===== src/design/req_fifo.sv =====
/*
 * Small circular request FIFO, payload type set by parameter
 */
`timescale 1ns/1ps
`default_nettype none

module req_fifo #(
    parameter int unsigned Depth = 2,
    parameter type payload_t = logic
) (
    input  wire logic     clk_i,
    input  wire logic     rst_ni,
    // Write side
    input  wire logic     push_valid_i,
    output logic          push_ready_o,
    input  wire payload_t push_data_i,
    // Read side, head of the queue
    output logic          pop_valid_o,
    input  wire logic     pop_ready_i,
    output payload_t      pop_data_o
);

    localparam int unsigned PtrWidth = (Depth > 1) ? $clog2(Depth) : 1;
    localparam int unsigned CntWidth = $clog2(Depth + 1);

    // Entry storage
    payload_t mem_q [Depth];

    logic [PtrWidth-1:0] wr_ptr_q, rd_ptr_q;
    logic [CntWidth-1:0] count_q;
    logic push, pop;

    // Not full accepts, not empty presents
    assign push_ready_o = (count_q != CntWidth'(Depth));
    assign pop_valid_o  = (count_q != '0);
    assign pop_data_o   = mem_q[rd_ptr_q];

    assign push = push_valid_i & push_ready_o;
    assign pop  = pop_valid_o & pop_ready_i;

    // ----------------------------------------
    // Pointers and fill count
    // ----------------------------------------
    always_ff @(posedge clk_i or negedge rst_ni) begin
        if (!rst_ni) begin
            wr_ptr_q <= '0;
            rd_ptr_q <= '0;
            count_q  <= '0;
        end else begin
            if (push) begin
                // Wrap at the last slot
                wr_ptr_q <= (wr_ptr_q == PtrWidth'(Depth - 1)) ? '0 : wr_ptr_q + 1'b1;
            end
            if (pop) begin
                rd_ptr_q <= (rd_ptr_q == PtrWidth'(Depth - 1)) ? '0 : rd_ptr_q + 1'b1;
            end
            // Simultaneous push and pop leaves the count alone
            if (push && !pop) begin
                count_q <= count_q + 1'b1;
            end else if (pop && !push) begin
                count_q <= count_q - 1'b1;
            end
        end
    end

    always_ff @(posedge clk_i) begin
        if (push) begin
            mem_q[wr_ptr_q] <= push_data_i;
        end
    end

endmodule

`default_nettype wire


===== config.mk =====
export PLATFORM = sky130hd
export DESIGN_NAME = req_fifo
export DESIGN_NICKNAME = d
export VERILOG_FILES = /design/src/design/req_fifo.sv
export SDC_FILE = /design/constraint.sdc
export NUM_CORES = 1
export LEC_CHECK = 0
export ABC_CLOCK_PERIOD_IN_PS = 3900
export BUFFER_PORTS_ARGS = -buffer_cell sky130_fd_sc_hd__buf_2
export CORE_AREA = 2 2 39 41
export CTS_CLUSTER_DIAMETER = 30
export CTS_CLUSTER_SIZE = 8
export DETAILED_ROUTE_END_ITERATION = 12
export DIE_AREA = 0 0 41 43
export PLACE_DENSITY = 0.39
export SKIP_LAST_GASP = 1
export SYNTH_ARGS = -nofsm -noshare
export SYNTH_HDL_FRONTEND = slang
export SYNTH_SLANG_ARGS = --single-unit

===== constraint.sdc =====
create_clock -name clk_i -period 3.9 [get_ports clk_i]
set_input_delay 0.78 -clock clk_i [delete_from_list [all_inputs] [get_ports clk_i]]
set_output_delay 0.78 -clock clk_i [all_outputs]
set_load 0.005 [all_outputs]

==> impl_metrics.ini <==
[timing]
timing.final.crit_share_pct = 47.5
final-setup-viol-count = 0
hold_viol_final = 0
drv_slew = 0
skew_ns = 0.00791
min_period_ns = 1.85
rsz0062_at_grt = no
finalSetupTns_ns = 0
tightestPinTransition_ns = 0.177
max_freq_ghz = 0.539
maxSlewHeadroom_pct = 88.2

[synth]
synth.top_cell.area_share_pct = 35.4
ys_ff_latch = 6
syn_area_sq_um = 283
synth_area_leaders = dfrtp_1 35%, edfxtp_1 21%, xnor2_1 9.3%
synth.distinct_cells = 13
yosysTopAreaCell = dfrtp_1
syn-mean-instance-area_sq_um = 13.5
synth_adder_area_share_pct = 4.42
synth-simple-area-share_pct = 18.1
ys_warn_count = 0
synth_xor_area_share_pct = 15.5
synth_compound_area_share_pct = 0
ys_seq_area_share_pct = 56.6
netlist_instances = 21
synth_top_family_by_area = simple AND/OR/NAND/NOR gates
syn_nets = 27
synthMuxAreaShare_pct = 3.98

[pwr]
peakVddDrop_uv = 226
powerDensity_nw_per_um2 = 810
total_power_uw = 295
p_leak_nw = 0.171

[floorplanning]
die_area_sq_um = 1760
dieWidth_um = 41
pin_count = 8
die_h_um = 43
start_util_pct = 20.4
core_sq_um = 1380
fp-row-count = 14

[detailed_routing]
route.vias.total = 184
vias_per_cell = 3.83
drc_errors = 0
wl_um = 431
postRouteAntennaNets = 0
drtPass1Iterations = 1
drtIter0Drc = 0
wire_per_inst_um = 8.98

[cells_and_area]
drive_gt1_share_pct = 43.8
final_cells = 48
num_antenna_cells = 0
final_cell_mix = 7 x buf_2, 4 x dfrtp_1, 3 x xnor2_1, 3 x clkbuf_4
finalNetCount = 39
final_area_sq_um = 364
final_common_cell = buf_2
syn_to_final_growth_pct = 28.8

[clock_network]
cts_setup_buffers = 0
tritoncts = yes
cts_root_buf = clkbuf_4
clock_sinks = 6
ctsLongestPathBuffers = 2
cts_buffers = 3
clock_latency_ns = 0.24
cts_resized = 0
clk_pin_slew_ns = 0.05
htreeDepth = 1
cts_hold_buf = 0

[placement]
portBuffers = 7
place.gp.congestion = 0.705
dpl_cell_area_sq_um = 338
dp.cells = 44

[global_routing]
antenna_found_initial = 0
grt_pass1_vias = 188
grt_max_degree = 5
grt_pass1_wl_um = 834
grt_remaining_overflow = 0
track_usage_pct = 7.89

[status]
outcome = finished clean

[critical_path]
critPathMaxFanout = 2
cp-start-kind = register
crit_arrival_ns = 1.07
required_ns = 3.12
cp-end-kind = output pin
path_class = register to output pin

[hold_path]
hold_path.class = input port to asynchronous set/reset pin

[job]
drv_cap = 0
## critical path, stage by stage (launching register included)
cell     delay [ns]
dfrtp_1        0.37
mux2_2         0.34
buf_2          0.12
## per-stage QoR
step                hold WS (ns)  setup slack (ns)  utilization [%]
floorplan                  0.453              2.34                -
global placement           0.478              2.20             24.4
detailed placement         0.482              2.15             24.4
CTS                        0.327              2.03             26.3
global route               0.308              1.98             26.3
finish                     0.333              2.05             26.3
## power breakdown
group	switching, mW	internal, mW	total (mW)	leakage [nW]
combinational	0.0473	0.0675	0.115	0.0906
sequential	0.0247	0.0946	0.119	0.0652
clock	0.0219	0.0387	0.0606	0.0150
## cell type report
class	count	area, sq um
repair buffers	7	35.0
flip-flops and latches	6	160
multi-input cells	14	119
well taps	16	20.0
inverters	1	3.75
fillers	153	1020
clock buffers	4	26.3
## synthesized netlist by cell type
library cell	count
nand2b_4	1
nand2_4	1
xnor2_1	3
inv_1	1
or2_4	1
and3_1	1
mux2_2	1
dfrtp_1	4
nand2_1	1
xor2_1	2
nor2_1	2
edfxtp_1	2
ha_1	1
## kinds of logic (layout without fill, tap and decap cells)
| family | after synthesis | count (layout) |
|---|---|---|
| muxes | 1 | 1 |
| and+or+nand+nor | 7 | 7 |
| buffers and inverters | 1 | 12 |
| xor gates and xnor gates | 5 | 5 |
| DFF | 6 | 6 |
| adders and majority gates | 1 | 1 |
## flip-flops by register name, summed over array words and instances, names as in the netlist
signal    count
rd_ptr_q      1
mem_q         2
wr_ptr_q      1
count_q       2
## final timing paths
path	from	to	slack, ns	depth (start not counted)
setup / recovery	rd_ptr_q	pop_data_o	2.05	2
min in group clk_i	rd_ptr_q	rd_ptr_q	0.49	1
max in group asynchronous	rst_ni	count_q[0]	3.44	1
hold reg to reg	rd_ptr_q	rd_ptr_q	0.49	1
setup reg to reg	count_q[0]	count_q[1]	2.46	7
hold / removal	rst_ni	rd_ptr_q	0.33	1
## per-layer routing
metal  share of wire, %  track usage, %  vias to the layer above
met1                 37            8.58                       88
met3                7.9            6.28                        0
met5                  0               0                        -
met4                  0            6.00                        0
met2                 55            9.69                        5
li1                   -               -                       91
(Power assumes the default switching activity.)
