[config.mk]
export PLATFORM = sky130hd
export DESIGN_NAME = sram_bank
export DESIGN_NICKNAME = d
export VERILOG_FILES = /design/src/design/bank_cfg_pkg.sv /design/src/design/sram_bank.sv
export SDC_FILE = /design/constraint.sdc
export NUM_CORES = 2
export LEC_CHECK = 0
export BUFFER_PORTS_ARGS = -buffer_cell sky130_fd_sc_hd__buf_2
export CORE_MARGIN = 4
export CORE_UTILIZATION = 31
export DETAILED_ROUTE_END_ITERATION = 8
export SLEW_MARGIN = 25
export SYNTH_ARGS = -nofsm -noshare
export SYNTH_HDL_FRONTEND = slang
export SYNTH_SLANG_ARGS = --single-unit
[constraint.sdc]
create_clock -name clk_i -period 1.92 [get_ports clk_i]
set_input_delay 0.48 -clock clk_i [delete_from_list [all_inputs] [get_ports clk_i]]
set_output_delay 0.48 -clock clk_i [all_outputs]
set_load 0.03 [all_outputs]
[src/design/bank_cfg_pkg.sv]
/*
 * Geometry and data-width constants of the banked scratchpad
 */
`default_nettype none

package bank_cfg_pkg;

    // ----------------------------------------
    // Data widths
    // ----------------------------------------
    // Narrow word matches one bank
    localparam int unsigned NarrowDataWidth = 32;
    localparam int unsigned WideDataWidth   = 64;
    localparam int unsigned NarrowStrbWidth = NarrowDataWidth / 8;
    localparam int unsigned WideStrbWidth   = WideDataWidth / 8;

    // A wide port spans this many adjacent banks
    localparam int unsigned NarrowPerWide = WideDataWidth / NarrowDataWidth;

    // ----------------------------------------
    // Default geometry
    // ----------------------------------------
    localparam int unsigned DefNumNarrowBanks = 4;
    localparam int unsigned DefNumWideBanks   = DefNumNarrowBanks / NarrowPerWide;
    // Word address inside one bank, 64 words deep
    localparam int unsigned BankAddrWidth     = 6;

endpackage

`default_nettype wire

[src/design/sram_bank.sv]
/*
 * Single-port narrow memory bank, byte strobes, one-cycle read
 */
`timescale 1ns/1ps
`default_nettype none

module sram_bank (
    input  wire logic                                     clk_i,
    input  wire logic                                     rst_ni,
    input  wire logic                                     en_i,
    input  wire logic                                     we_i,
    input  wire logic [bank_cfg_pkg::BankAddrWidth-1:0]   addr_i,
    input  wire logic [bank_cfg_pkg::NarrowDataWidth-1:0] wdata_i,
    input  wire logic [bank_cfg_pkg::NarrowStrbWidth-1:0] be_i,
    output logic      [bank_cfg_pkg::NarrowDataWidth-1:0] rdata_o
);

    import bank_cfg_pkg::*;

    localparam int unsigned NumWords = 2 ** BankAddrWidth;

    logic [NarrowDataWidth-1:0] mem_q [NumWords];

    // Strobed write, only enabled lanes change
    always_ff @(posedge clk_i) begin
        if (en_i && we_i) begin
            for (int unsigned i = 0; i < NarrowStrbWidth; i++) begin
                if (be_i[i]) begin
                    mem_q[addr_i][i*8 +: 8] <= wdata_i[i*8 +: 8];
                end
            end
        end
    end

    // Read data captured on a read enable, held otherwise
    always_ff @(posedge clk_i or negedge rst_ni) begin
        if (!rst_ni) begin
            rdata_o <= '0;
        end else if (en_i && !we_i) begin
            rdata_o <= mem_q[addr_i];
        end
    end

endmodule

`default_nettype wire

==> flow_summary.yaml <==
detailed_routing:
  route.antenna.remaining_nets: 0
  drtIter0Drc: 6703
  vias_per_std_cell: 5.53
  totalWireLength_um: 272000
  avgRoutedWirePerCell_um: 30.3
  vias: 49600
  firstDrtPassIters: 6
  drc: 0
yosys:
  syn_area_per_cell_sq_um: 18.2
  ff_latch_count_synth: 2080
  synthCells: 4414
  ys_types: 71
  post_synth_instance_area_sq_um: 80500
  synth_edf_count: 2048
  post-synth-top-count-cell: "sky130_fd_sc_hd__edfxtp_1"
  postSynthNetCount: 4460
  yosysWarningCount: 0
  seq_area_frac_synth_pct: 77.4
  netlist_top_cells_area: "sky130_fd_sc_hd__edfxtp_1 76%, sky130_fd_sc_hd__mux4_2 4.5%, sky130_fd_sc_hd__mux2i_1 3.1%, sky130_fd_sc_hd__a221oi_1 2.1%, sky130_fd_sc_hd__nor2_1 1.7%"
  ys.flop_type: "sky130_fd_sc_hd__edfxtp_1"
  synth_top_cell_by_area: "sky130_fd_sc_hd__edfxtp_1"
  postSynth.asyncResetShare_pct: 1.54
  synth_top_cell_area_share_pct: 76.4
  synth_common_cells: "2048 x sky130_fd_sc_hd__edfxtp_1, 357 x sky130_fd_sc_hd__nor2_1, 246 x sky130_fd_sc_hd__mux2i_1"
power_and_ir_drop:
  cellLeakagePower_nw: 34.7
  p_switching_mw: 22.8
  pwr-share-comb_pct: 7.8
  p_sw_share_pct: 23.1
  pwr-share-clk_pct: 41.1
  p_int_mw: 75.8
  power.density_cell_area_nw_per_um2: 928
  ir_drop_mv: 1.01
  p_seq_share_pct: 51.2
global_routing:
  grt_antenna_before_repair: 13
  grt.total_usage_pct: 19.7
  globalRouteOverflowTotal: 0
  first_global_vias: 49100
  grt_max_degree: 65
  wire_length_of_the_first_global_routing_pass_um: 381000
timing:
  clock.fmax_mhz: 483
  worst_slack_ns: -0.151
  finalWorstPathRequiredPeriod_ns: 2.07
  slew_viol_final: 0
  max_slew.worst_pin.slew_ns: 0.873
  hold_slack_final_ns: 0.103
  timing.final.setup_violations: 43
  rsz0062_at_grt: "true"
  fin_worst_skew_ns: 0.0505
  report.final.hold_viol_count: 0
  max_slew_margin_pct: 41.8
  finalCritPeriodShare_pct: 108
clock_tree:
  path_clk_slew_ns: 0.06
  cts-root-to-sink-buffers: 3
  clock_sink_count: 2080
  numCtsBuffers: 208
  root_buffer: "sky130_fd_sc_hd__clkbuf_16"
  clk-insertion-delay-late_ns: 0.87
  cts_tree: "yes"
  cts_htree_levels: 4
worst_setup_path:
  critical_path.reg2reg.endpoint: "rdata_o[17]$_DFFE_PN0P_"
  timing.rr.start: "mem_q[55][17]$_DFFE_PP_"
  number_of_cells_on_the_worst_reg_to_reg_path: 7
  cell_by_cell_listing_of_the_critical_path: "mux4_2 -> and3_4 -> a21oi_2 -> buf_4 -> o2111ai_2 -> o21bai_4 -> o32a_1"
  r2r_slack_ns: -0.15
  critical_path_peak_fanout: 1
  worstPathArrival_ns: 2.80
  end_kind: "flip-flop"
  setup.worst_path.start: "mem_q[55][17]$_DFFE_PP_"
  timing.setup.critical_path_class: "flip-flop to flip-flop"
  critical_path_required_ns: 2.65
  critical_path.endpoint: "rdata_o[17]$_DFFE_PN0P_"
  start_kind: "flip-flop"
  timing.critical_path.slowest_stage_cell: "sky130_fd_sc_hd__mux4_2"
  critical-path-max-stage-delay_ns: 0.47
die:
  die_x_um: 518
  num_rows: 186
  fp.dieH_um: 518
  num_io_pins: 78
  core_sq_um: 258000
  die_area_sq_um: 268000
  initial_utilization_pct: 31.3
placement:
  dpl.hpwl_um: 184000
  pre_cts_setup_slack_ns: -1.06
  buffer_ports.inserted: 77
  dp.cells: 8576
  gpl.final_weighted_congestion: 0.889
worst_hold_path:
  hold_path.class: "input port to flip-flop"
flow_run:
  cap_viol_max_count: 0
cells_and_area:
  layout-area-overhead-vs-synth_pct: 31.9
  drive_above_1_share_pct: 37.8
  finalNetCount: 5453
  num-fill-cells: 22400
  instances_no_fill: 8977
outcome:
  violated_checks: "negative setup slack"
  status: "complete, but fails checks"
-- power groups by stage --
stage | Sequential, mW | Combinational [mW] | Clock, mW
detailed placement | 51.3 | 7.28 | 0
CTS | 50.4 | 7.53 | 41.0
floorplan | 51.4 | 3.01 | 0
finish | 50.4 | 7.66 | 40.5
global placement | 51.3 | 7.22 | 0
global route | 50.4 | 7.91 | 42.9
-- through the flow --
step / utilization, % / instance area, sq um / total power [mW] / setup TNS, ns
3_3_place_gp: 38.3 / 98600 / 58.5 / -1195.13
3_5_place_dp: 38.3 / 98600 / 58.6 / -1212.86
5_1_grt: 41.2 / 106000 / 101 / -4.52
4_1_cts: 41.1 / 106000 / 98.9 / -4.06
2_1_floorplan: - / 84100 / 54.4 / -71.17
6_report: 41.2 / 106000 / 98.6 / -2.59
-- what timing repair did --
| action | CTS | global route |
|---|---|---|
| pin swaps | 32 | 35 |
| setup buffers | 4 | 2 |
| hold buffers | 1 | 0 |
| resized for setup | 150 | 56 |
| hold endpoints to repair | 32 | 0 |
| endpoints found under the setup margin | 55 | 63 |
-- cell usage in the layout (no fill, tap or decap), types with 16 or more instances in the layout --
cell / Yosys / routed
sky130_fd_sc_hd__mux2_2: 84 / 84
sky130_fd_sc_hd__a22o_1: 27 / 27
sky130_fd_sc_hd__nor2_1: 357 / 93
sky130_fd_sc_hd__buf_12: 0 / 378
sky130_fd_sc_hd__a221oi_1: 194 / 166
sky130_fd_sc_hd__a221oi_2: 0 / 27
sky130_fd_sc_hd__nand2_8: 0 / 20
sky130_fd_sc_hd__buf_6: 27 / 34
sky130_fd_sc_hd__clkbuf_1: 105 / 40
sky130_fd_sc_hd__mux2_1: 28 / 18
sky130_fd_sc_hd__nor2_4: 0 / 261
sky130_fd_sc_hd__o211ai_1: 19 / 19
sky130_fd_sc_hd__nand2_1: 121 / 69
sky130_fd_sc_hd__edfxtp_1: 2048 / 2048
sky130_fd_sc_hd__mux2i_1: 246 / 243
sky130_fd_sc_hd__a22oi_1: 144 / 136
sky130_fd_sc_hd__nand3_1: 18 / 16
sky130_fd_sc_hd__clkinv_2: 0 / 30
sky130_fd_sc_hd__a21oi_1: 113 / 104
sky130_fd_sc_hd__bufinv_16: 0 / 19
sky130_fd_sc_hd__a31oi_1: 25 / 21
sky130_fd_sc_hd__o22ai_1: 100 / 94
sky130_fd_sc_hd__dfrtp_2: 0 / 31
sky130_fd_sc_hd__o21ai_0: 89 / 80
sky130_fd_sc_hd__o22a_1: 21 / 21
sky130_fd_sc_hd__buf_4: 31 / 636
sky130_fd_sc_hd__mux4_2: 161 / 161
sky130_fd_sc_hd__clkinv_1: 0 / 54
sky130_fd_sc_hd__buf_2: 112 / 41
sky130_fd_sc_hd__o32a_1: 22 / 22
sky130_fd_sc_hd__a221o_1: 44 / 44
sky130_fd_sc_hd__clkbuf_16: 0 / 208
sky130_fd_sc_hd__a222oi_1: 16 / 16
sky130_fd_sc_hd__nand2_4: 0 / 26
sky130_fd_sc_hd__and3_1: 23 / 16
sky130_fd_sc_hd__o21ai_1: 18 / 22
-- registers in the layout, summed over array words and instances, names as in the netlist --
name,count
mem_q,2048
rdata_o,32
-- logic make-up after synthesis --
group	synth area share [%]
flip-flops	77.4
multiplexers	9.14
AND/OR/NAND/NOR	3.05
AO/OA/AOI/OAI	8.42
buffers and inverters	2.03
-- worst max-delay path: cells and delay by family, from the launching register on --
family	cells	cell delay, ns
compound gates	4	0.77
mux	1	0.47
flops	1	0.36
simple gates	1	0.19
buf+inv	1	0.16
-- cell type report --
cell class	instances	area, sq um	area share, %
sequential	2080	62300	58.7
multi-input combinational	2020	19800	18.7
timing repair buffer	1093	13000	12.2
clock buffer	252	5410	5.09
tap	3384	4230	3.99
clock inverter	132	1370	1.29
antenna	12	30.0	0.0283
inverter	4	25.0	0.0236
-- routing by layer --
layer / track usage [%] / vias to the layer above / share of wire [%] / wire (um)
met5: 0 / - / 0.017 / 45
met4: 7.32 / 6 / 3.7 / 10100
met3: 3.72 / 480 / 9.5 / 25900
met2: 30.7 / 2828 / 46 / 126000
met1: 27.4 / 26000 / 40 / 110000
li1: - / 20300 / - / -
-- worst min path at each step --
stage / endpoint / from / cells after the start / slack, ns
finish: rdata_o[3]$_DFFE_PN0P_ / addr_i[3] / 4 / 0.10
detailed placement: rdata_o[2]$_DFFE_PN0P_ / rst_ni / 2 / 0.54
global placement: rdata_o[3]$_DFFE_PN0P_ / rst_ni / 2 / 0.54
CTS: rdata_o[3]$_DFFE_PN0P_ / addr_i[3] / 4 / 0.06
floorplan: rdata_o[0]$_DFFE_PN0P_ / rst_ni / 0 / 0.18
global route: rdata_o[3]$_DFFE_PN0P_ / addr_i[3] / 4 / 0.09
No activity file was read; power rests on OpenSTA's default activity.
