File: src/design/bank_cfg_pkg.sv
/*
 * Geometry and data-width constants of the banked scratchpad
 */
`default_nettype none

package bank_cfg_pkg;

    // ----------------------------------------
    // Data widths
    // ----------------------------------------
    // Narrow word matches one bank
    localparam int unsigned NarrowDataWidth = 32;
    localparam int unsigned WideDataWidth   = 64;
    localparam int unsigned NarrowStrbWidth = NarrowDataWidth / 8;
    localparam int unsigned WideStrbWidth   = WideDataWidth / 8;

    // A wide port spans this many adjacent banks
    localparam int unsigned NarrowPerWide = WideDataWidth / NarrowDataWidth;

    // ----------------------------------------
    // Default geometry
    // ----------------------------------------
    localparam int unsigned DefNumNarrowBanks = 4;
    localparam int unsigned DefNumWideBanks   = DefNumNarrowBanks / NarrowPerWide;
    // Word address inside one bank, 64 words deep
    localparam int unsigned BankAddrWidth     = 6;

endpackage

`default_nettype wire

File: src/design/mem_req_pkg.sv
/*
 * Request payload structs for the narrow and wide memory ports
 */
`default_nettype none

package mem_req_pkg;

    // ----------------------------------------
    // Narrow request
    // ----------------------------------------
    // One bank word, addressed inside the port's own bank
    typedef struct packed {
        // Word address in the bank
        logic [bank_cfg_pkg::BankAddrWidth-1:0]   addr;
        // High for a write, low for a read
        logic                                     we;
        logic [bank_cfg_pkg::NarrowDataWidth-1:0] wdata;
        // One strobe bit per byte lane
        logic [bank_cfg_pkg::NarrowStrbWidth-1:0] be;
    } narrow_req_t;

    // ----------------------------------------
    // Wide request
    // ----------------------------------------
    // Same word address, applied to every bank of the group
    typedef struct packed {
        logic [bank_cfg_pkg::BankAddrWidth-1:0] addr;
        logic                                   we;
        // Lowest bank of the group takes the low half
        logic [bank_cfg_pkg::WideDataWidth-1:0] wdata;
        logic [bank_cfg_pkg::WideStrbWidth-1:0] be;
    } wide_req_t;

endpackage

`default_nettype wire

File: src/design/bank_mux.sv
/*
 * Steers granted narrow and wide requests into the banks and
 * routes registered read data back to the owning port
 */
`timescale 1ns/1ps
`default_nettype none

module bank_mux #(
    parameter int unsigned NumNarrowBanks = bank_cfg_pkg::DefNumNarrowBanks,
    parameter int unsigned NumWideBanks   = bank_cfg_pkg::DefNumWideBanks
) (
    input  wire logic clk_i,
    input  wire logic rst_ni,
    // Granted heads, fire = head valid and grant
    input  wire logic [NumNarrowBanks-1:0] narrow_fire_i,
    input  wire mem_req_pkg::narrow_req_t [NumNarrowBanks-1:0] narrow_req_i,
    input  wire logic [NumWideBanks-1:0] wide_fire_i,
    input  wire mem_req_pkg::wide_req_t [NumWideBanks-1:0] wide_req_i,
    // Bank side
    output logic [NumNarrowBanks-1:0] bank_en_o,
    output logic [NumNarrowBanks-1:0] bank_we_o,
    output logic [NumNarrowBanks-1:0][bank_cfg_pkg::BankAddrWidth-1:0] bank_addr_o,
    output logic [NumNarrowBanks-1:0][bank_cfg_pkg::NarrowDataWidth-1:0] bank_wdata_o,
    output logic [NumNarrowBanks-1:0][bank_cfg_pkg::NarrowStrbWidth-1:0] bank_be_o,
    input  wire logic [NumNarrowBanks-1:0][bank_cfg_pkg::NarrowDataWidth-1:0] bank_rdata_i,
    // Responses
    output logic [NumNarrowBanks-1:0] narrow_rsp_valid_o,
    output logic [NumNarrowBanks-1:0][bank_cfg_pkg::NarrowDataWidth-1:0] narrow_rsp_rdata_o,
    output logic [NumWideBanks-1:0] wide_rsp_valid_o,
    output logic [NumWideBanks-1:0][bank_cfg_pkg::WideDataWidth-1:0] wide_rsp_rdata_o
);

    import bank_cfg_pkg::*;

    // Read owners of the access in flight
    logic [NumNarrowBanks-1:0] narrow_rd_q;
    logic [NumWideBanks-1:0]   wide_rd_q;

    // ----------------------------------------
    // Request steering per bank
    // ----------------------------------------
    for (genvar b = 0; b < NumNarrowBanks; b++) begin : gen_bank
        localparam int unsigned G = b / NarrowPerWide;
        // Slice of the wide word that lands in this bank
        localparam int unsigned S = b % NarrowPerWide;

        always_comb begin
            if (wide_fire_i[G]) begin
                bank_en_o[b]    = 1'b1;
                bank_we_o[b]    = wide_req_i[G].we;
                bank_addr_o[b]  = wide_req_i[G].addr;
                bank_wdata_o[b] = wide_req_i[G].wdata[S*NarrowDataWidth +: NarrowDataWidth];
                bank_be_o[b]    = wide_req_i[G].be[S*NarrowStrbWidth +: NarrowStrbWidth];
            end else begin
                // Own narrow port, enable only when it fires
                bank_en_o[b]    = narrow_fire_i[b];
                bank_we_o[b]    = narrow_req_i[b].we;
                bank_addr_o[b]  = narrow_req_i[b].addr;
                bank_wdata_o[b] = narrow_req_i[b].wdata;
                bank_be_o[b]    = narrow_req_i[b].be;
            end
        end
    end

    // ----------------------------------------
    // Read owner tracking
    // ----------------------------------------
    always_ff @(posedge clk_i or negedge rst_ni) begin
        if (!rst_ni) begin
            narrow_rd_q <= '0;
            wide_rd_q   <= '0;
        end else begin
            for (int unsigned i = 0; i < NumNarrowBanks; i++) begin
                narrow_rd_q[i] <= narrow_fire_i[i] & ~narrow_req_i[i].we;
            end
            for (int unsigned j = 0; j < NumWideBanks; j++) begin
                wide_rd_q[j] <= wide_fire_i[j] & ~wide_req_i[j].we;
            end
        end
    end

    // Responses one cycle after the grant
    assign narrow_rsp_valid_o = narrow_rd_q;
    assign narrow_rsp_rdata_o = bank_rdata_i;
    assign wide_rsp_valid_o   = wide_rd_q;

    for (genvar g = 0; g < NumWideBanks; g++) begin : gen_wide_rsp
        // Lowest bank of the group ends up in the low half
        assign wide_rsp_rdata_o[g] = bank_rdata_i[g*NarrowPerWide +: NarrowPerWide];
    end

endmodule

`default_nettype wire

File: config.mk
export PLATFORM = sky130hd
export DESIGN_NAME = bank_mux
export DESIGN_NICKNAME = d
export VERILOG_FILES = /design/src/design/bank_cfg_pkg.sv /design/src/design/mem_req_pkg.sv /design/src/design/bank_mux.sv
export SDC_FILE = /design/constraint.sdc
export NUM_CORES = 1
export LEC_CHECK = 0
export BUFFER_PORTS_ARGS = -buffer_cell sky130_fd_sc_hd__buf_2
export CAP_MARGIN = 20
export CELL_PAD_IN_SITES_DETAIL_PLACEMENT = 0
export CELL_PAD_IN_SITES_GLOBAL_PLACEMENT = 1
export CORE_AREA = 2 2 356 358
export DETAILED_ROUTE_END_ITERATION = 8
export DIE_AREA = 0 0 358 360
export PLACE_DENSITY = 0.38
export RECOVER_POWER = 25
export SLEW_MARGIN = 20
export SYNTH_ARGS = -nofsm -noshare
export SYNTH_HDL_FRONTEND = slang
export SYNTH_SLANG_ARGS = --single-unit
File: constraint.sdc
create_clock -name clk_i -period 1.7 [get_ports clk_i]
set_clock_uncertainty 0.2 [all_clocks]
set_input_delay 0.17 -clock clk_i [delete_from_list [all_inputs] [get_ports clk_i]]
set_output_delay 0.17 -clock clk_i [all_outputs]
set_load 0.01 [all_outputs]
==> out/summary.log, run 1 <==
qor: synth.synth_enable_flop_cells 0
qor: placement.buffer_ports.inserted 519
qor: grt.maximum_number_of_pins_on_one_net_before_global_route_repair 46
qor: sta.worst-slew-pin-transition 0.298 ns
qor: floorplan.die_w 358 um
qor: floorplan.io-pin-count 904
qor: detailed_routing.detail_route.wirelength 29700 um
qor: power_and_ir_drop.power.share.clock 0.191
qor: critical_path.cp_num_buf_inv 3
qor: critical_path.slowest_stage dlygate4sd3_1
qor: detailed_routing.drt_pre_antenna_iters 5
qor: clock_tree.tritoncts_buffers 3
qor: detailed_routing.drtAntennaViolNets 0
qor: synth.synthMostInstantiatedCell buf_4
qor: sta.fin_crit 1.65 ns
qor: synth.synth_flop_cell dfrtp_1
qor: clock_tree.clk_pin_slew_worst_paths 0.03 ns
qor: critical_path.arrival 1.28 ns
qor: synth.ys.warnings.count 0
qor: synth.synth_fp_nets 930
qor: clock_tree.post-cts-setup-buffer-count 0
qor: placement.placedInstanceArea 7000 um2
qor: sta.slew_violations 0
qor: cells_and_area.num-nets-final 1196
qor: worst_hold_path.hold_class in2reg
qor: critical_path.cp_cell_sequence dlygate4sd3_1 > buf_2 > mux2_2 > buf_2
qor: power_and_ir_drop.power_frac_comb 0.735
qor: synth.synth_area_per_cell 9.18 um2
qor: floorplan.die-height 360 um
qor: clock_tree.clock_tree.htree_level_count 1
qor: grt.grt_antenna_before_repair 21
qor: grt.grt.overflow.total 0
qor: detailed_routing.drt-vias-per-instance 1.75
qor: power_and_ir_drop.internal_power 1290 uW
qor: synth.count_of_mapped_cells_out_of_synthesis 464
qor: critical_path.slowest_delay 0.53 ns
qor: floorplan.dieArea 129000 um2
qor: floorplan.core_area 125000 um2
qor: grt.grt_pass1_vias 4138
qor: clock_tree.clock_sinks 6
qor: detailed_routing.post_detailed_route_wirelength_per_cell 12.5 um
qor: critical_path.cp_most_frequent_cell buf_2
qor: grt.grt_use_total 0.0416
qor: power_and_ir_drop.swShare 0.400
qor: power_and_ir_drop.leakage 0.00301 uW
qor: detailed_routing.first_iter_violations 155
qor: floorplan.initial_core_util 0.0341
qor: sta.grt_setup_unrepaired false
qor: clock_tree.cts_root_buffer clkbuf_16
qor: power_and_ir_drop.sw_pwr 861 uW
qor: worst_hold_path.hold_depth 2
qor: sta.final.setup.tns 0 ns
qor: sta.timing_hold_violations_final 0
qor: clock_tree.cts_tree built
qor: detailed_routing.detail_route.drc_violations 0
qor: critical_path.endpoint_kind output pin
qor: critical_path.cp_top_family buffers and inverters
qor: power_and_ir_drop.power-per-cell-area 301 nW/um2
qor: worst_hold_path.holdPathEnd narrow_rsp_valid_o[3]
qor: placement.gpl.final_weighted_congestion 0.835
qor: critical_path.worst_setup_path_start_kind input port
qor: floorplan.core.rowCount 130
qor: synth.synth.top_cells.by_area buf_4, mux2_2, mux2_4
qor: synth.synth-seq-cells 6
qor: detailed_routing.total_via_count_in_the_routed_design 4164
qor: power_and_ir_drop.design_power_total 2150 uW
qor: worst_hold_path.worst_hold_startpoint narrow_req_i[165]
qor: sta.setup_viol 0
qor: critical_path.setup.worst_path.class in2out
qor: synth.ys_types 8
qor: synth.synth.top_cells.by_count buf_4, mux2_2, buf_2, mux2_4
qor: cells_and_area.finish.instance_area 7150 um2
qor: job.max_cap_viol_count 0
qor: cells_and_area.post_synthesis_to_final_layout_area_growth 67.9%
qor: cells_and_area.drive_above_1_share 0.967
qor: critical_path.required 1.33 ns
qor: sta.min_period_over_period 0.972
qor: synth.synth.largest_area_cell buf_4
qor: synth.synth_area 4260 um2
qor: synth.synth_top_area_share 0.451
qor: clock_tree.resize_count_post_cts 0
qor: status.run_status finished, final reports clean
qor: power_and_ir_drop.p_seq_frac 0.073
qor: clock_tree.cts-root-to-sink-buffers 2
qor: sta.achievable-frequency 605 MHz
qor: grt.grt_first_pass_wirelength 36400 um
qor: placement.detailedPlacementHpwl 27000 um
qor: synth.proportion_of_synthesized_chip_area_in_sequential_cells 0.0352
qor: power_and_ir_drop.vdd_drop_max 229 uV
qor: sta.slew-limit-headroom 0.802
qor: critical_path.crit_path_max_fanout 3
qor: synth.synthArstFlopShare 1.00
## what timing repair did
action,CTS,global route
hold endpoints to repair,11,0
hold buffers,7,0
endpoints found under the setup margin,0,0
## worst max-delay path by stage
stage	startpoint	endpoint	slack, ns	cells past startpoint
2_1_floorplan	wide_fire_i[0]	bank_addr_o[0]	0.48	4
4_1_cts	wide_req_i[151]	bank_we_o[3]	0.06	4
5_1_grt	wide_req_i[151]	bank_we_o[2]	0.008	4
6_report	wide_req_i[151]	bank_we_o[3]	0.05	4
3_5_place_dp	wide_fire_i[1]	bank_wdata_o[115]	0.12	4
3_3_place_gp	wide_fire_i[1]	bank_wdata_o[115]	0.12	4
## kinds of logic (layout without fill, tap and decap cells)
group	Yosys count	after routing	share of synthesized area
buffers and inverters	276	540	0.483
muxes	172	172	0.467
and+or+nand+nor	10	10	0.0147
DFF	6	6	0.0352
other	0	3	0
## power groups by stage
| stage | Combinational [uW] | Sequential (uW) | Clock [uW] |
|---|---|---|---|
| 2_1_floorplan | 1280 | 159 | 0 |
| 3_3_place_gp | 1590 | 160 | 0 |
| 3_5_place_dp | 1570 | 160 | 0 |
| 4_1_cts | 1590 | 158 | 422 |
| 5_1_grt | 1700 | 158 | 420 |
| 6_report | 1580 | 158 | 412 |
## layer usage
layer | track usage | routed length (um)
met3 | 0.0199 | 4490
met1 | 0.0509 | 11700
met2 | 0.0615 | 12100
met4 | 0.0173 | 1390
met5 | 0 | 37
## stage by stage
step,instances,hold WS (ns),setup slack (ns),util
floorplan,464,-0.326,0.478,-
global placement,2368,-0.172,0.123,0.0560
detailed placement,2368,-0.169,0.116,0.0560
CTS,2378,0.000761,0.0599,0.0572
global route,2379,0.0127,0.00838,0.0572
finish,2381,0.00685,0.0473,0.0573
## final cells by class
cell class | instances | area (um2)
Timing Repair Buffer | 537 | 2800
Fill cell | 14802 | 118000
Tap cell | 1650 | 2060
Sequential cell | 6 | 150
Clock buffer | 3 | 75.1
Antenna cell | 3 | 7.51
Multi-Input combinational cell | 182 | 2050
## cells in the final DEF (no fill, tap or decap)
cell,synthesis,layout
buf_2,14,516
mux2_2,158,158
mux2_4,14,14
buf_4,256,9
dlygate4sd3_1,0,7
nor2b_1,6,6
dfrtp_1,6,6
or2_1,4,4
buf_12,0,4
diode_2,0,3
clkbuf_16,0,3
clkbuf_1,0,1
## state kept, by name (all words and copies together) (netlist names)
register / flops
narrow_rsp_valid_o: 4
wide_rsp_valid_o: 2
Note: power is estimated with default switching activity, not from simulation.
==> run 2, diff against run 1 <==
--- a/config.mk
+++ b/config.mk
@@ -9,10 +9,10 @@
 export CAP_MARGIN = 20
 export CELL_PAD_IN_SITES_DETAIL_PLACEMENT = 0
 export CELL_PAD_IN_SITES_GLOBAL_PLACEMENT = 1
-export CORE_AREA = 2 2 356 358
+export CORE_AREA = 2 2 348 350
 export DETAILED_ROUTE_END_ITERATION = 8
-export DIE_AREA = 0 0 358 360
-export PLACE_DENSITY = 0.38
+export DIE_AREA = 0 0 350 352
+export PLACE_DENSITY = 0.39
 export RECOVER_POWER = 25
 export SLEW_MARGIN = 20
 export SYNTH_ARGS = -nofsm -noshare
==> constraint.sdc (replaced) <==
create_clock -name clk_i -period 1.6 [get_ports clk_i]
set_clock_uncertainty 0.2 [all_clocks]
set_input_delay 0.16 -clock clk_i [delete_from_list [all_inputs] [get_ports clk_i]]
set_output_delay 0.16 -clock clk_i [all_outputs]
set_load 0.05 [all_outputs]
==> run 2 against run 1 <==
- the run now ends with negative hold slack left
- critical path depth unchanged
- sequential power increased by 4%
- wire length down 20%
- flip-flop and latch count did not move
- combinational power grew 75%
- clock power down 3%
- utilization rose by 0.30 points
- via count is 1.3% lower
- final cell count is 1.2% lower
- hold slack got worse by 0.026 ns
- critical path type unchanged
- largest cell class unchanged
==> out/summary.log, run 2 (synthesized netlist as in run 1, its figures left out) <==
qor: status.run_status complete, but fails checks
qor: critical_path.worst_setup_path_start_kind input port
qor: job.max_cap_viol_count 0
qor: grt.grt.overflow.total 0
qor: power_and_ir_drop.sw_pwr 1930 uW
qor: placement.gpl.final_weighted_congestion 0.819
qor: sta.worst_slack 0.0189 ns
qor: sta.slew_violations 0
qor: power_and_ir_drop.power-per-cell-area 462 nW/um2
qor: critical_path.required 1.24 ns
qor: detailed_routing.drt_pre_antenna_iters 4
qor: floorplan.die_w 350 um
qor: clock_tree.cts-root-to-sink-buffers 2
qor: grt.grt_pass1_vias 4201
qor: critical_path.endpoint_kind output pin
qor: cells_and_area.layout_commonest_cell buf_2
qor: sta.timing_hold_violations_final 1
qor: floorplan.io-pin-count 904
qor: clock_tree.cts_root_buffer clkbuf_16
qor: power_and_ir_drop.p_seq_frac 0.050
qor: grt.grt_first_pass_wirelength 29600 um
qor: placement.detailedPlacementHpwl 21500 um
qor: floorplan.core.rowCount 127
qor: detailed_routing.detail_route.drc_violations 0
qor: power_and_ir_drop.vdd_drop_max 380 uV
qor: cells_and_area.largest_reg_flops 4
qor: clock_tree.clk_pin_slew_worst_paths 0.03 ns
qor: sta.fin_crit 1.58 ns
qor: cells_and_area.drive_above_1_share 0.970
qor: placement.place_ws -0.0289 ns
qor: critical_path.setup.worst_path.class in2out
qor: clock_tree.clock_tree.htree_level_count 1
qor: detailed_routing.post_detailed_route_wirelength_per_cell 10.1 um
qor: sta.setup_viol 0
qor: critical_path.arrival 1.22 ns
qor: clock_tree.clock_sinks 6
qor: power_and_ir_drop.design_power_total 3320 uW
qor: power_and_ir_drop.internal_power 1400 uW
qor: grt.grt_use_total 0.0337
qor: critical_path.crit_path_max_fanout 12
qor: cells_and_area.post_synthesis_to_final_layout_area_growth 68.8%
qor: floorplan.initial_core_util 0.0357
qor: detailed_routing.first_iter_violations 116
qor: power_and_ir_drop.leakage 0.00307 uW
qor: power_and_ir_drop.power_frac_comb 0.830
qor: clock_tree.cts_tree built
qor: detailed_routing.total_via_count_in_the_routed_design 4109
qor: worst_hold_path.worst_hold_startpoint narrow_req_i[79]
qor: floorplan.core_area 119000 um2
qor: placement.buffer_ports.inserted 519
qor: cells_and_area.num-nets-final 1206
qor: sta.min_period_over_period 0.988
qor: clock_tree.tritoncts_buffers 3
qor: detailed_routing.detail_route.wirelength 23700 um
qor: cells_and_area.most-common-layout-cells buf_2, mux2_2, buf_4, mux2_4
qor: clock_tree.post-cts-setup-buffer-count 0
qor: detailed_routing.drt-vias-per-instance 1.75
qor: floorplan.die-height 352 um
qor: sta.grt_setup_unrepaired true
qor: sta.fin_hold_ws -0.0189 ns
qor: worst_hold_path.hold_class in2reg
qor: status.violations_in_the_final_reports negative hold slack
qor: sta.worst-slew-pin-transition 0.281 ns
qor: sta.achievable-frequency 632 MHz
qor: power_and_ir_drop.swShare 0.580
qor: floorplan.dieArea 123000 um2
qor: sta.slew-limit-headroom 0.812
qor: grt.grt_antenna_before_repair 7
qor: grt.maximum_number_of_pins_on_one_net_before_global_route_repair 31
qor: critical_path.critPathLaunch wide_fire_i[1]
qor: detailed_routing.drtAntennaViolNets 0
qor: power_and_ir_drop.power.share.clock 0.120
run 2: cell types whose count changed in the layout (fill, tap and decap cells not counted):
cell | before | now
buf_2 | 516 | 515
buf_6 | 0 | 1
diode_2 | 3 | 2
buf_16 | 0 | 1
clkbuf_1 | 1 | 0
buf_4 | 9 | 21
dlygate4sd3_1 | 7 | 6
buf_12 | 4 | 3
run 2: per-stage QoR:
step                TNS (ns)  hold WS [ns]  cells  instance area, um2    util
floorplan                  0        -0.336    464                4260       -
global placement      -0.145        -0.208   2341                7040  0.0590
detailed placement    -0.102        -0.209   2341                7040  0.0590
CTS                        0       0.00319   2350                7180  0.0601
global route         -0.0546       0.00155   2351                7190  0.0603
finish                     0       -0.0189   2352                7190  0.0603
run 2: layout make-up:
cell class | instances | area [um2]
clock buffer | 3 | 75.1
multi-input combinational | 182 | 2050
tap | 1612 | 2020
fill | 14122 | 112000
sequential | 6 | 150
timing repair buffer | 547 | 2890
antenna | 2 | 5.00
run 2: what timing repair did:
action | 4_1_cts | 5_1_grt
hold buffers | 6 | 0
endpoints found under the hold margin | 11 | 0
resized for setup | 1 | 5
endpoints found under the setup margin | 6 | 4
run 2: metal layers:
metal	GRT usage	share of wire
met5	0	0
met4	0.0229	0.062
met3	0.00877	0.12
met2	0.0595	0.47
met1	0.0348	0.35
run 2: critical path, cell delays in order:
cell	delay [ns]
buf_4	0.16
buf_4	0.23
mux2_2	0.43
buf_2	0.24
run 2: path summary, 6_finish.rpt:
path | endpoint | slack (ns) | cells after the start
max in group asynchronous | narrow_rsp_valid_o[2] | 0.96 | 2
min in group asynchronous | narrow_rsp_valid_o[1] | 0.09 | 2
min | narrow_rsp_valid_o[1] | -0.02 | 2
max | bank_wdata_o[74] | 0.02 | 4
run 2: power groups by stage:
stage | combinational (uW) | clock [uW] | sequential (uW)
5_1_grt | 2870 | 412 | 165
3_5_place_dp | 2750 | 0 | 166
6_report | 2760 | 399 | 165
2_1_floorplan | 3510 | 0 | 192
3_3_place_gp | 2770 | 0 | 166
4_1_cts | 2770 | 405 | 164
